File: config.mk
export PLATFORM = sky130hd
export DESIGN_NAME = mem_shim_top
export DESIGN_NICKNAME = d
export VERILOG_FILES = /design/src/rtl/mem_shim_pkg.sv /design/src/rtl/read_rsp_sorter.sv /design/src/rtl/req_credit_limiter.sv /design/src/rtl/activity_tracker.sv /design/src/rtl/mem_shim_top.sv
export SDC_FILE = /design/constraint.sdc
export NUM_CORES = 1
export LEC_CHECK = 0
export BUFFER_PORTS_ARGS = -buffer_cell sky130_fd_sc_hd__buf_2
export CORE_AREA = 2 2 220 222
export DETAILED_ROUTE_END_ITERATION = 7
export DIE_AREA = 0 0 222 224
export GPL_ROUTABILITY_DRIVEN = 0
export PLACE_DENSITY = 0.83
export SLEW_MARGIN = 20
export SYNTH_ARGS = -nofsm -noshare
export SYNTH_HDL_FRONTEND = slang
export SYNTH_SLANG_ARGS = --single-unit
File: constraint.sdc
create_clock -name clk -period 6.32 [get_ports clk]
set_input_delay 1.264 -clock clk [delete_from_list [all_inputs] [get_ports clk]]
set_output_delay 1.264 -clock clk [all_outputs]
set_load 0.005 [all_outputs]
File: src/rtl/mem_shim_pkg.sv
// ====================
// Memory shim package
// Widths, payload types, sorter state and read credit
// constants shared by the shim stack
// ====================

package mem_shim_pkg;

    // Line address and line data carried on both channels
    typedef logic [15:0] addr_t;
    typedef logic [31:0] data_t;

    // Accelerator request tag, returned unchanged with the response
    typedef logic [7:0] mdata_t;

    // Sorter slot index, sent to the host in place of mdata on reads
    typedef logic [3:0] tag_t;

    // In-flight counter, one bit wider than tag_t so it can hold a full count
    typedef logic [4:0] cnt_t;

    // Number of sorter slots and the hard cap on reads in flight
    localparam int MAX_ACTIVE_READS = 16;

    // Requests the accelerator may still issue after it sees almost-full
    localparam int ALMOST_FULL_SLACK = 4;

    // Output state of the read response sorter
    typedef enum logic
    {
        idle,
        emit
    } sort_state_t;

endpackage

File: src/rtl/read_rsp_sorter.sv
// ====================
// Read response sorter
// Tags each read with a slot index, keeps the accelerator mdata
// per slot and returns read data in request order
// ====================

`timescale 1ns/1ns

module read_rsp_sorter
(
    input  logic                 clk,
    input  logic                 reset,

    // Reads from the accelerator
    input  logic                 c0_req_valid,
    input  mem_shim_pkg::addr_t  c0_req_addr,
    input  mem_shim_pkg::mdata_t c0_req_mdata,

    // Read responses from the host, possibly out of order
    input  logic                 fiu_c0_rsp_valid,
    input  mem_shim_pkg::data_t  fiu_c0_rsp_data,
    input  mem_shim_pkg::tag_t   fiu_c0_rsp_tag,

    // Tagged reads toward the credit limiter
    output logic                 sort_c0_req_valid,
    output mem_shim_pkg::addr_t  sort_c0_req_addr,
    output mem_shim_pkg::tag_t   sort_c0_req_tag,

    // Ordered read responses to the accelerator
    output logic                 c0_rsp_valid,
    output mem_shim_pkg::data_t  c0_rsp_data,
    output mem_shim_pkg::mdata_t c0_rsp_mdata
);

    // Slot storage, indexed by tag
    mem_shim_pkg::mdata_t slot_mdata [mem_shim_pkg::MAX_ACTIVE_READS];
    mem_shim_pkg::data_t  slot_data  [mem_shim_pkg::MAX_ACTIVE_READS];

    // One bit per slot, set when the host data has landed
    logic [mem_shim_pkg::MAX_ACTIVE_READS-1:0] slot_filled;

    // Allocation and retirement pointers, both wrap at the slot count
    mem_shim_pkg::tag_t alloc_ptr;
    mem_shim_pkg::tag_t head_ptr;

    mem_shim_pkg::sort_state_t state;
    mem_shim_pkg::sort_state_t state_next;

    logic head_ready;

    // ====================
    // Request tagging
    // ====================

    // Reads pass straight on with the next free slot as their tag.
    // The limiter adds the register stage toward the host
    assign sort_c0_req_valid = c0_req_valid;
    assign sort_c0_req_addr  = c0_req_addr;
    assign sort_c0_req_tag   = alloc_ptr;

    // ====================
    // Output FSM
    // ====================

    // The oldest read may leave once its data is in the slot
    assign head_ready = slot_filled[head_ptr];

    // The emit state means the output registers hold a response this cycle.
    // Back-to-back filled heads keep the FSM in emit, one response per cycle
    always_comb
    begin
        state_next = head_ready ? mem_shim_pkg::emit : mem_shim_pkg::idle;
    end

    assign c0_rsp_valid = (state == mem_shim_pkg::emit);

    always_ff @(posedge clk)
    begin
        if (reset)
        begin
            state       <= mem_shim_pkg::idle;
            alloc_ptr   <= '0;
            head_ptr    <= '0;
            slot_filled <= '0;
        end
        else
        begin
            state <= state_next;

            if (c0_req_valid)
            begin
                alloc_ptr <= alloc_ptr + mem_shim_pkg::tag_t'(1);
            end

            // Retire the head slot as it moves into the output registers
            if (head_ready)
            begin
                slot_filled[head_ptr] <= 1'b0;
                head_ptr <= head_ptr + mem_shim_pkg::tag_t'(1);
            end

            // A landing response never targets the head being retired,
            // so this set does not race the clear above
            if (fiu_c0_rsp_valid)
            begin
                slot_filled[fiu_c0_rsp_tag] <= 1'b1;
            end
        end
    end

    // Slot memories and the output payload
    always_ff @(posedge clk)
    begin
        if (c0_req_valid)
        begin
            slot_mdata[alloc_ptr] <= c0_req_mdata;
        end

        if (fiu_c0_rsp_valid)
        begin
            slot_data[fiu_c0_rsp_tag] <= fiu_c0_rsp_data;
        end

        if (head_ready)
        begin
            c0_rsp_data  <= slot_data[head_ptr];
            c0_rsp_mdata <= slot_mdata[head_ptr];
        end
    end

    // The host answers each tag once, so a response must find its slot pending
    a_no_double_fill: assert property (@(posedge clk) disable iff (reset)
        fiu_c0_rsp_valid |-> !slot_filled[fiu_c0_rsp_tag]);

endmodule

File: src/rtl/req_credit_limiter.sv
// ====================
// Request credit limiter
// Registers requests toward the host, counts reads in flight
// and raises almost-full toward the accelerator with slack left
// ====================

`timescale 1ns/1ns

module req_credit_limiter
(
    input  logic                 clk,
    input  logic                 reset,

    input  logic                 sort_c0_req_valid,
    input  mem_shim_pkg::addr_t  sort_c0_req_addr,
    input  mem_shim_pkg::tag_t   sort_c0_req_tag,

    input  logic                 c1_req_valid,
    input  mem_shim_pkg::addr_t  c1_req_addr,
    input  mem_shim_pkg::data_t  c1_req_data,
    input  mem_shim_pkg::mdata_t c1_req_mdata,

    input  logic                 fiu_c0_rsp_valid,
    input  logic                 fiu_c1_rsp_valid,
    input  mem_shim_pkg::mdata_t fiu_c1_rsp_mdata,
    input  logic                 fiu_almost_full,

    output logic                 fiu_c0_req_valid,
    output mem_shim_pkg::addr_t  fiu_c0_req_addr,
    output mem_shim_pkg::tag_t   fiu_c0_req_tag,

    output logic                 fiu_c1_req_valid,
    output mem_shim_pkg::addr_t  fiu_c1_req_addr,
    output mem_shim_pkg::data_t  fiu_c1_req_data,
    output mem_shim_pkg::mdata_t fiu_c1_req_mdata,

    output logic                 c1_rsp_valid,
    output mem_shim_pkg::mdata_t c1_rsp_mdata,
    output logic                 almost_full
);

    // Reads counted from entry into the host edge register until the host answers
    mem_shim_pkg::cnt_t reads_in_flight;

    // The accelerator sees almost-full the cycle after the count reaches the
    // threshold, and its slack then lands exactly on the slot count
    assign almost_full = fiu_almost_full ||
        (reads_in_flight >= mem_shim_pkg::cnt_t'(mem_shim_pkg::MAX_ACTIVE_READS -
                                                  mem_shim_pkg::ALMOST_FULL_SLACK));

    always_ff @(posedge clk)
    begin
        if (reset)
        begin
            fiu_c0_req_valid <= 1'b0;
            fiu_c1_req_valid <= 1'b0;
            c1_rsp_valid     <= 1'b0;
            reads_in_flight  <= '0;
        end
        else
        begin
            fiu_c0_req_valid <= sort_c0_req_valid;
            fiu_c1_req_valid <= c1_req_valid;
            c1_rsp_valid     <= fiu_c1_rsp_valid;

            // An issue and a response in the same cycle cancel out
            if (sort_c0_req_valid != fiu_c0_rsp_valid)
            begin
                if (sort_c0_req_valid)
                    reads_in_flight <= reads_in_flight + mem_shim_pkg::cnt_t'(1);
                else
                    reads_in_flight <= reads_in_flight - mem_shim_pkg::cnt_t'(1);
            end
        end
    end

    // Payload follows its valid through the same stage
    always_ff @(posedge clk)
    begin
        fiu_c0_req_addr  <= sort_c0_req_addr;
        fiu_c0_req_tag   <= sort_c0_req_tag;
        fiu_c1_req_addr  <= c1_req_addr;
        fiu_c1_req_data  <= c1_req_data;
        fiu_c1_req_mdata <= c1_req_mdata;
        c1_rsp_mdata     <= fiu_c1_rsp_mdata;
    end

    // Holds only while the accelerator honours the almost-full slack
    a_read_cap: assert property (@(posedge clk) disable iff (reset)
        reads_in_flight <= mem_shim_pkg::cnt_t'(mem_shim_pkg::MAX_ACTIVE_READS));

endmodule

File: src/rtl/activity_tracker.sv
// ====================
// Activity tracker
// Counts outstanding reads and writes at the accelerator edge
// and reports whether each channel still has work in flight
// ====================

`timescale 1ns/1ns

module activity_tracker
(
    input  logic clk,
    input  logic reset,

    input  logic c0_req_valid,
    input  logic c0_rsp_valid,
    input  logic c1_req_valid,
    input  logic c1_rsp_valid,

    output logic c0_not_empty,
    output logic c1_not_empty
);

    // Index 0 is the read channel and index 1 the write channel
    logic [1:0]         active_incr;
    logic [1:0]         active_decr;
    logic [1:0]         not_empty;
    mem_shim_pkg::cnt_t num_active [2];

    assign active_incr  = {c1_req_valid, c0_req_valid};
    assign active_decr  = {c1_rsp_valid, c0_rsp_valid};
    assign c0_not_empty = not_empty[0];
    assign c1_not_empty = not_empty[1];

    for (genvar ch = 0; ch < 2; ch++)
    begin : g_chan
        always_ff @(posedge clk)
        begin
            if (reset)
            begin
                not_empty[ch]  <= 1'b0;
                num_active[ch] <= '0;
            end
            else
            begin
                // A new request marks the channel busy before the count catches up
                not_empty[ch] <= active_incr[ch] || (|num_active[ch]);

                if (active_incr[ch] != active_decr[ch])
                begin
                    if (active_incr[ch])
                        num_active[ch] <= num_active[ch] + mem_shim_pkg::cnt_t'(1);
                    else
                        num_active[ch] <= num_active[ch] - mem_shim_pkg::cnt_t'(1);
                end
            end
        end

        // Every response seen here must match a request seen earlier
        a_no_underflow: assert property (@(posedge clk) disable iff (reset)
            active_decr[ch] |-> (num_active[ch] != '0));
    end

endmodule

File: src/rtl/mem_shim_top.sv
// ====================
// Memory shim top level
// Connects the read sorter, credit limiter and activity tracker
// between the accelerator port and the host port
// ====================

`timescale 1ns/1ns

module mem_shim_top
(
    input  logic                 clk,
    input  logic                 reset,

    // Accelerator side
    input  logic                 c0_req_valid,
    input  mem_shim_pkg::addr_t  c0_req_addr,
    input  mem_shim_pkg::mdata_t c0_req_mdata,
    input  logic                 c1_req_valid,
    input  mem_shim_pkg::addr_t  c1_req_addr,
    input  mem_shim_pkg::data_t  c1_req_data,
    input  mem_shim_pkg::mdata_t c1_req_mdata,
    output logic                 c0_rsp_valid,
    output mem_shim_pkg::data_t  c0_rsp_data,
    output mem_shim_pkg::mdata_t c0_rsp_mdata,
    output logic                 c1_rsp_valid,
    output mem_shim_pkg::mdata_t c1_rsp_mdata,
    output logic                 almost_full,

    // Host side
    output logic                 fiu_c0_req_valid,
    output mem_shim_pkg::addr_t  fiu_c0_req_addr,
    output mem_shim_pkg::tag_t   fiu_c0_req_tag,
    output logic                 fiu_c1_req_valid,
    output mem_shim_pkg::addr_t  fiu_c1_req_addr,
    output mem_shim_pkg::data_t  fiu_c1_req_data,
    output mem_shim_pkg::mdata_t fiu_c1_req_mdata,
    input  logic                 fiu_c0_rsp_valid,
    input  mem_shim_pkg::data_t  fiu_c0_rsp_data,
    input  mem_shim_pkg::tag_t   fiu_c0_rsp_tag,
    input  logic                 fiu_c1_rsp_valid,
    input  mem_shim_pkg::mdata_t fiu_c1_rsp_mdata,
    input  logic                 fiu_almost_full,

    // Outstanding work per channel
    output logic                 c0_not_empty,
    output logic                 c1_not_empty
);

    // Tagged reads from the sorter into the limiter
    logic                sort_c0_req_valid;
    mem_shim_pkg::addr_t sort_c0_req_addr;
    mem_shim_pkg::tag_t  sort_c0_req_tag;

    // Reads only, writes go straight to the limiter
    read_rsp_sorter read_rsp_sorter_inst
    (
        .clk               (clk),
        .reset             (reset),
        .c0_req_valid      (c0_req_valid),
        .c0_req_addr       (c0_req_addr),
        .c0_req_mdata      (c0_req_mdata),
        .fiu_c0_rsp_valid  (fiu_c0_rsp_valid),
        .fiu_c0_rsp_data   (fiu_c0_rsp_data),
        .fiu_c0_rsp_tag    (fiu_c0_rsp_tag),
        .sort_c0_req_valid (sort_c0_req_valid),
        .sort_c0_req_addr  (sort_c0_req_addr),
        .sort_c0_req_tag   (sort_c0_req_tag),
        .c0_rsp_valid      (c0_rsp_valid),
        .c0_rsp_data       (c0_rsp_data),
        .c0_rsp_mdata      (c0_rsp_mdata)
    );

    // Sits at the host edge so its read count sees the host traffic directly
    req_credit_limiter req_credit_limiter_inst
    (
        .clk               (clk),
        .reset             (reset),
        .sort_c0_req_valid (sort_c0_req_valid),
        .sort_c0_req_addr  (sort_c0_req_addr),
        .sort_c0_req_tag   (sort_c0_req_tag),
        .c1_req_valid      (c1_req_valid),
        .c1_req_addr       (c1_req_addr),
        .c1_req_data       (c1_req_data),
        .c1_req_mdata      (c1_req_mdata),
        .fiu_c0_rsp_valid  (fiu_c0_rsp_valid),
        .fiu_c1_rsp_valid  (fiu_c1_rsp_valid),
        .fiu_c1_rsp_mdata  (fiu_c1_rsp_mdata),
        .fiu_almost_full   (fiu_almost_full),
        .fiu_c0_req_valid  (fiu_c0_req_valid),
        .fiu_c0_req_addr   (fiu_c0_req_addr),
        .fiu_c0_req_tag    (fiu_c0_req_tag),
        .fiu_c1_req_valid  (fiu_c1_req_valid),
        .fiu_c1_req_addr   (fiu_c1_req_addr),
        .fiu_c1_req_data   (fiu_c1_req_data),
        .fiu_c1_req_mdata  (fiu_c1_req_mdata),
        .c1_rsp_valid      (c1_rsp_valid),
        .c1_rsp_mdata      (c1_rsp_mdata),
        .almost_full       (almost_full)
    );

    // Watches the accelerator edge only
    activity_tracker activity_tracker_inst
    (
        .clk          (clk),
        .reset        (reset),
        .c0_req_valid (c0_req_valid),
        .c0_rsp_valid (c0_rsp_valid),
        .c1_req_valid (c1_req_valid),
        .c1_rsp_valid (c1_rsp_valid),
        .c0_not_empty (c0_not_empty),
        .c1_not_empty (c1_not_empty)
    );

endmodule

; Word-level counts from Yosys, hierarchy flattened
; Memories as Yosys holds them, arrays and structs flattened. A register that Yosys moved wholly into a read port is not among the register bits.
; Index checks and enable logic that the tools add are counted.
[totals]
memories = 3
elab_cells = 85
register_bits = 119
ramBits = 650
out_inout_bits = 131
input_bits = 131
[memory_table]
columns = name, depth, word_bits, rd, rd_ports_with_merged_regs, write_ports, line
row1 = read_rsp_sorter_inst.slot_data, 16, 32, 1, 1, 1, read_rsp_sorter.sv:37  ; mem_shim_pkg::data_t slot_data [mem_shim_pkg::MAX_ACTIVE_READS];
row2 = read_rsp_sorter_inst.slot_mdata, 16, 8, 1, 1, 1, read_rsp_sorter.sv:36  ; mem_shim_pkg::mdata_t slot_mdata [mem_shim_pkg::MAX_ACTIVE_READS];
row3 = activity_tracker_inst.num_active, 2, 5, 2, 0, 2, activity_tracker.sv:27  ; mem_shim_pkg::cnt_t num_active [2];
[op_classes]
eq_ne = 3
muxes = 36
bitwise = 7
addsub = 8
order_cmp = 5
reduce_logical = 7
[ops]
columns = cell, n
row1 = 16-bit 2-to-1 mux, 3
row2 = 1-bit 2-to-1 mux, 25
row3 = 5-bit 2-to-1 mux, 5
row4 = 16-bit bitwise AND, 1
row5 = 16-bit NOT, 1
row6 = 16-bit bitwise OR, 1
row7 = 5-bit by 1-bit adder with 5-bit output (second input constant), 3
row8 = 5-bit by 1-bit subtractor with 5-bit output (second input constant), 3
row9 = 4-bit by 5-bit < comparator with 1-bit output (second input constant), 2
row10 = 5-bit OR reduction, 2
row11 = 4-bit by 1-bit adder with 4-bit output (second input constant), 2
row12 = 1-bit demux with 4-bit select, 2
row13 = 4-bit by 1-bit >= comparator with 1-bit output (second input constant), 2
row14 = 5-bit by 4-bit >= comparator with 1-bit output (second input constant), 1
row15 = 1-bit binary-select mux with 4-bit select, 1
row16 = 1-bit bitwise OR, 4
row17 = 1-bit logical OR, 3
row18 = 1-bit inequality test, 3
row19 = 1-bit logical AND, 2

; Logic depth before layout (Yosys ltp)
[logic_depth]
ltp_word = 10
mapped_depth = 8
ltp_nobuf = 8

; Hierarchy
; Synthesis repeated with hierarchy kept, for this count alone.
[hier_totals]
cells_unflattened = 1346
hier_area_um2 = 29736.0
[by_module_without_submodules]
columns = module, cells_per_inst, n_inst, seq_area_each_um2, area_per_inst_um2
row1 = read_rsp_sorter, 1135, 1, 20920.1, 26814.5
row2 = req_credit_limiter, 133, 1, 1841.8, 2138.3
row3 = activity_tracker, 78, 1, 340.3, 783.3

; Worst setup path before layout
; OpenSTA, ideal clock, no wires.
[synth_path]
path_kind = input port to flip-flop
start = in fiu_c0_rsp_tag[1]
end = mem read_rsp_sorter_inst.slot_data[0][0] (netlist name), enable pin
setup_time_ns = 0.464
slack_ns = 1.825
arrival_time_ns = 4.031
path_buffers = 0
stages = 2
required_time_ns = 5.856
cell_sequence = or3b_2 nor3_1
[synth_rtl]
columns = item, line
row1 = from (decl), mem_shim_top.sv:39  ; input mem_shim_pkg::tag_t fiu_c0_rsp_tag,
row2 = to (decl), read_rsp_sorter.sv:37
; Straight into the memory's write port.

; Final worst setup path
[layout_path]
start = reg read_rsp_sorter_inst.head_ptr[0]
end = reg read_rsp_sorter_inst.c0_rsp_data[26] (read register of read_rsp_sorter_inst.slot_data), enable pin
[layout_between]
elab_chain_cells = 2
[layout_rtl]
columns = item, line
row1 = from (decl), read_rsp_sorter.sv:44  ; mem_shim_pkg::tag_t head_ptr;
row2 = from (signal assigned), read_rsp_sorter.sv:99  ; head_ptr <= head_ptr + mem_shim_pkg::tag_t'(1);
row3 = 1-bit binary-select mux with 4-bit select, read_rsp_sorter.sv:66  ; assign head_ready = slot_filled[head_ptr];
row4 = 1-bit 2-to-1 mux (not written as such), read_rsp_sorter.sv:66
row5 = net read_rsp_sorter_inst.head_ready, read_rsp_sorter.sv:49  ; logic head_ready;
row6 = to (decl), read_rsp_sorter.sv:31  ; output mem_shim_pkg::data_t c0_rsp_data,
; The timed path passes the listed nets, and every way through them passes these cells. The select of a mux whose other input is x is not followed.
; A chain may end at the register's enable or synchronous reset.

==> flow_summary.yaml <==
outcome:
  status: "complete, no violations"
layout:
  area_delta_synth_final_pct: 15.52
  diodes: 0
  drive_gt1_share_pct: 37.22
  multi_input_area_um2: 6178
  finalNetCount: 1773
  seq_area_um2: 23110
  num-fill-cells: 2610
clock_tree:
  ctsHoldBuffers: 0
  insertion_delay_ns: 0.61
  numCtsBuffers: 77
  cts_sinks: 809
  tritoncts: "built"
  clockBufferDepth: 3
  root_buffer: "clkbuf_16"
  htreeDepth: 3
  ctsResizeCount: 0
  path_clk_slew_ns: 0.06
  post_cts_buffers: 0
setup_path:
  crit_required_ns: 6.56
  cp.arrival_ns: 3.59
  crit_fanout: 43
  crit_type: "register to register"
  end_kind: "register"
  critPathLaunchType: "register"
synthesis:
  avgSynthCellArea_um2: 22.43
  synth_top_cell_by_area: "edfxtp_1"
  synthFlopType: "edfxtp_1"
  async_reset_ff_share_pct: 0
  netlist_area_um2: 29470
  ys_seq_area_share_pct: 78.39
  synth_top_cells_by_count: "edfxtp_1, mux4_2, dfxtp_1"
  synth_top_area_share_pct: 70.31
  syn_nets: 1461
  yosysMostFrequentCell: "edfxtp_1"
  synth_edf_count: 690
  syn_inst: 1314
  synth_area_leaders: "edfxtp_1, mux4_2, dfxtp_1, nor2_1, ha_1"
  yosysUniqueCellTypes: 46
  ys_seq_elements: 809
  ys_warn_count: 0
placed_design:
  hpwl_mm: 35.68
  io_buffer_count: 261
  pre_cts_ws_ns: 2.538
timing:
  skew_ns: 0.01752
  tightest_slew_ns: 1.138
  fin_tns_setup_ns: 0
  slew_viol_final: 0
  grt_setup_unrepaired: "no"
  final-hold-violation-count: 0
  relSlewSlack_pct: 23.69
  layout_setup_ws_ns: 2.972
  layout_worst_path_cycle_share_pct: 52.97
  layout_min_cycle_time_ns: 3.348
  fmax_ghz: 0.2987
  setup_viol: 0
power_and_ir_drop:
  leakage_nw: 11.34
  power.density_nw_per_um2: 348.4
  ir_drop_mv: 0.2549
  total_power_mw: 11.86
route:
  viasPerCell: 6.226
  drt_iter0_drc: 1496
  vias: 14300
  drt_pass1_iterations: 5
  wire_per_inst_um: 27.14
  routed_wl_mm: 62.34
  ant_nets: 0
  drc: 0
worst_hold_path:
  hold_path.class: "register to register"
floorplanning:
  die_w_um: 222
  ios: 262
  start_util_pct: 62.24
  placementRows: 80
  core_um2: 47350
  die_area_um2: 49730
  dieHeight_um: 224
global_route:
  grt_max_degree: 74
  grt_pass1_vias: 15250
  track_usage_pct: 25.80
  antenna_found_initial: 2
  grt_pass1_wl_mm: 93.76
  grt_overflow: 0
flow_run:
  max_cap_viol_count: 0
==> logic make-up after synthesis <==
kind of cell	Yosys count	share of synthesized area, %
flops	809	78.39
mux	216	16.09
buf+inv	69	1.036
xor+xnor	15	0.4458
simple gates	139	2.276
compound gates	50	1.057
fa+ha+maj	16	0.7048
==> worst max-delay path: stages, from the launching register on <==
cell,delay (ns)
dfxtp_4,0.78
buf_4,0.76
nor2b_1,0.13
a2bb2oi_2,0.24
a22oi_4,0.14
inv_2,0.41
buf_4,0.50
==> registers in the layout (all words and copies together) (netlist names) <==
signal / flops
read_rsp_sorter_inst.slot_mdata: 128
activity_tracker_inst.num_active: 10
read_rsp_sorter_inst.slot_data: 512
req_credit_limiter_inst.fiu_c1_req_valid: 1
req_credit_limiter_inst.c1_rsp_valid: 1
req_credit_limiter_inst.c1_rsp_mdata: 8
activity_tracker_inst.c0_not_empty: 1
read_rsp_sorter_inst.slot_filled: 16
req_credit_limiter_inst.fiu_c1_req_data: 32
read_rsp_sorter_inst.c0_rsp_mdata: 8
req_credit_limiter_inst.fiu_c1_req_addr: 16
read_rsp_sorter_inst.c0_rsp_data: 32
req_credit_limiter_inst.reads_in_flight: 5
read_rsp_sorter_inst.sort_c0_req_tag: 4
req_credit_limiter_inst.fiu_c1_req_mdata: 8
req_credit_limiter_inst.fiu_c0_req_valid: 1
req_credit_limiter_inst.fiu_c0_req_addr: 16
read_rsp_sorter_inst.head_ptr: 4
read_rsp_sorter_inst.c0_rsp_valid: 1
req_credit_limiter_inst.fiu_c0_req_tag: 4
activity_tracker_inst.c1_not_empty: 1
==> report_power, final <==
| part | switching [mW] | leakage (nW) | total (mW) | internal [mW] |
|---|---|---|---|---|
| registers | 0.133 | 7.25 | 6.16 | 6.03 |
| logic | 0.631 | 2.92 | 1.34 | 0.712 |
| clock network | 1.87 | 1.16 | 4.36 | 2.49 |
==> metrics by stage <==
stage | instance area [um^2] | instances | utilization, % | hold WS [ns]
2_1_floorplan | 29470 | 1314 | - | 0.3935
3_3_place_gp | 31590 | 2160 | 66.73 | 0.4173
3_5_place_dp | 31650 | 2162 | 66.84 | 0.4184
4_1_cts | 34040 | 2297 | 71.89 | 0.4329
5_1_grt | 34040 | 2297 | 71.90 | 0.4528
6_report | 34040 | 2297 | 71.90 | 0.4319
==> layout by cell type (no fill, tap or decap), types with 10 or more instances in the layout <==
cell / count
inv_1: 13
buf_4: 23
buf_2: 261
mux4_2: 206
a21oi_1: 27
and2_1: 16
ha_1: 15
edfxtp_1: 690
clkinv_2: 10
nor2_4: 12
nor2_1: 44
nand2_1: 23
dfxtp_1: 116
clkbuf_1: 17
clkbuf_16: 82
clkinv_1: 13
==> layer usage <==
layer | global-route usage, % | wire [um] | vias to the layer above | part of all wire, %
met5 | 0 | 23 | - | 0.037
met4 | 8.370 | 1626 | 4 | 2.6
met3 | 4.656 | 4487 | 121 | 7.2
met2 | 45.72 | 33520 | 732 | 54
met1 | 32.76 | 22690 | 7425 | 36
li1 | - | - | 6020 | -
==> final cells by class <==
type / instances / share of cell area [%]
clock buffer: 106 / 6.498
clock inverter: 29 / 0.5182
inverter: 16 / 0.1801
multi-input combinational: 436 / 18.15
sequential: 809 / 67.89
tap: 615 / 2.260
timing repair buffer: 286 / 4.506
==> worst paths after layout <==
path / startpoint / endpoint / slack (ns) / cells after the start
setup / recovery: read_rsp_sorter_inst.head_ptr[0] / read_rsp_sorter_inst.c0_rsp_data[26] / 2.97 / 6
hold / removal: read_rsp_sorter_inst.sort_c0_req_tag[1] / req_credit_limiter_inst.fiu_c0_req_tag[1] / 0.43 / 0
setup reg to reg: read_rsp_sorter_inst.head_ptr[0] / read_rsp_sorter_inst.c0_rsp_data[26] / 2.97 / 6
hold reg to reg: read_rsp_sorter_inst.sort_c0_req_tag[1] / req_credit_limiter_inst.fiu_c0_req_tag[1] / 0.43 / 0
Note: power is estimated with default switching activity, not from simulation.
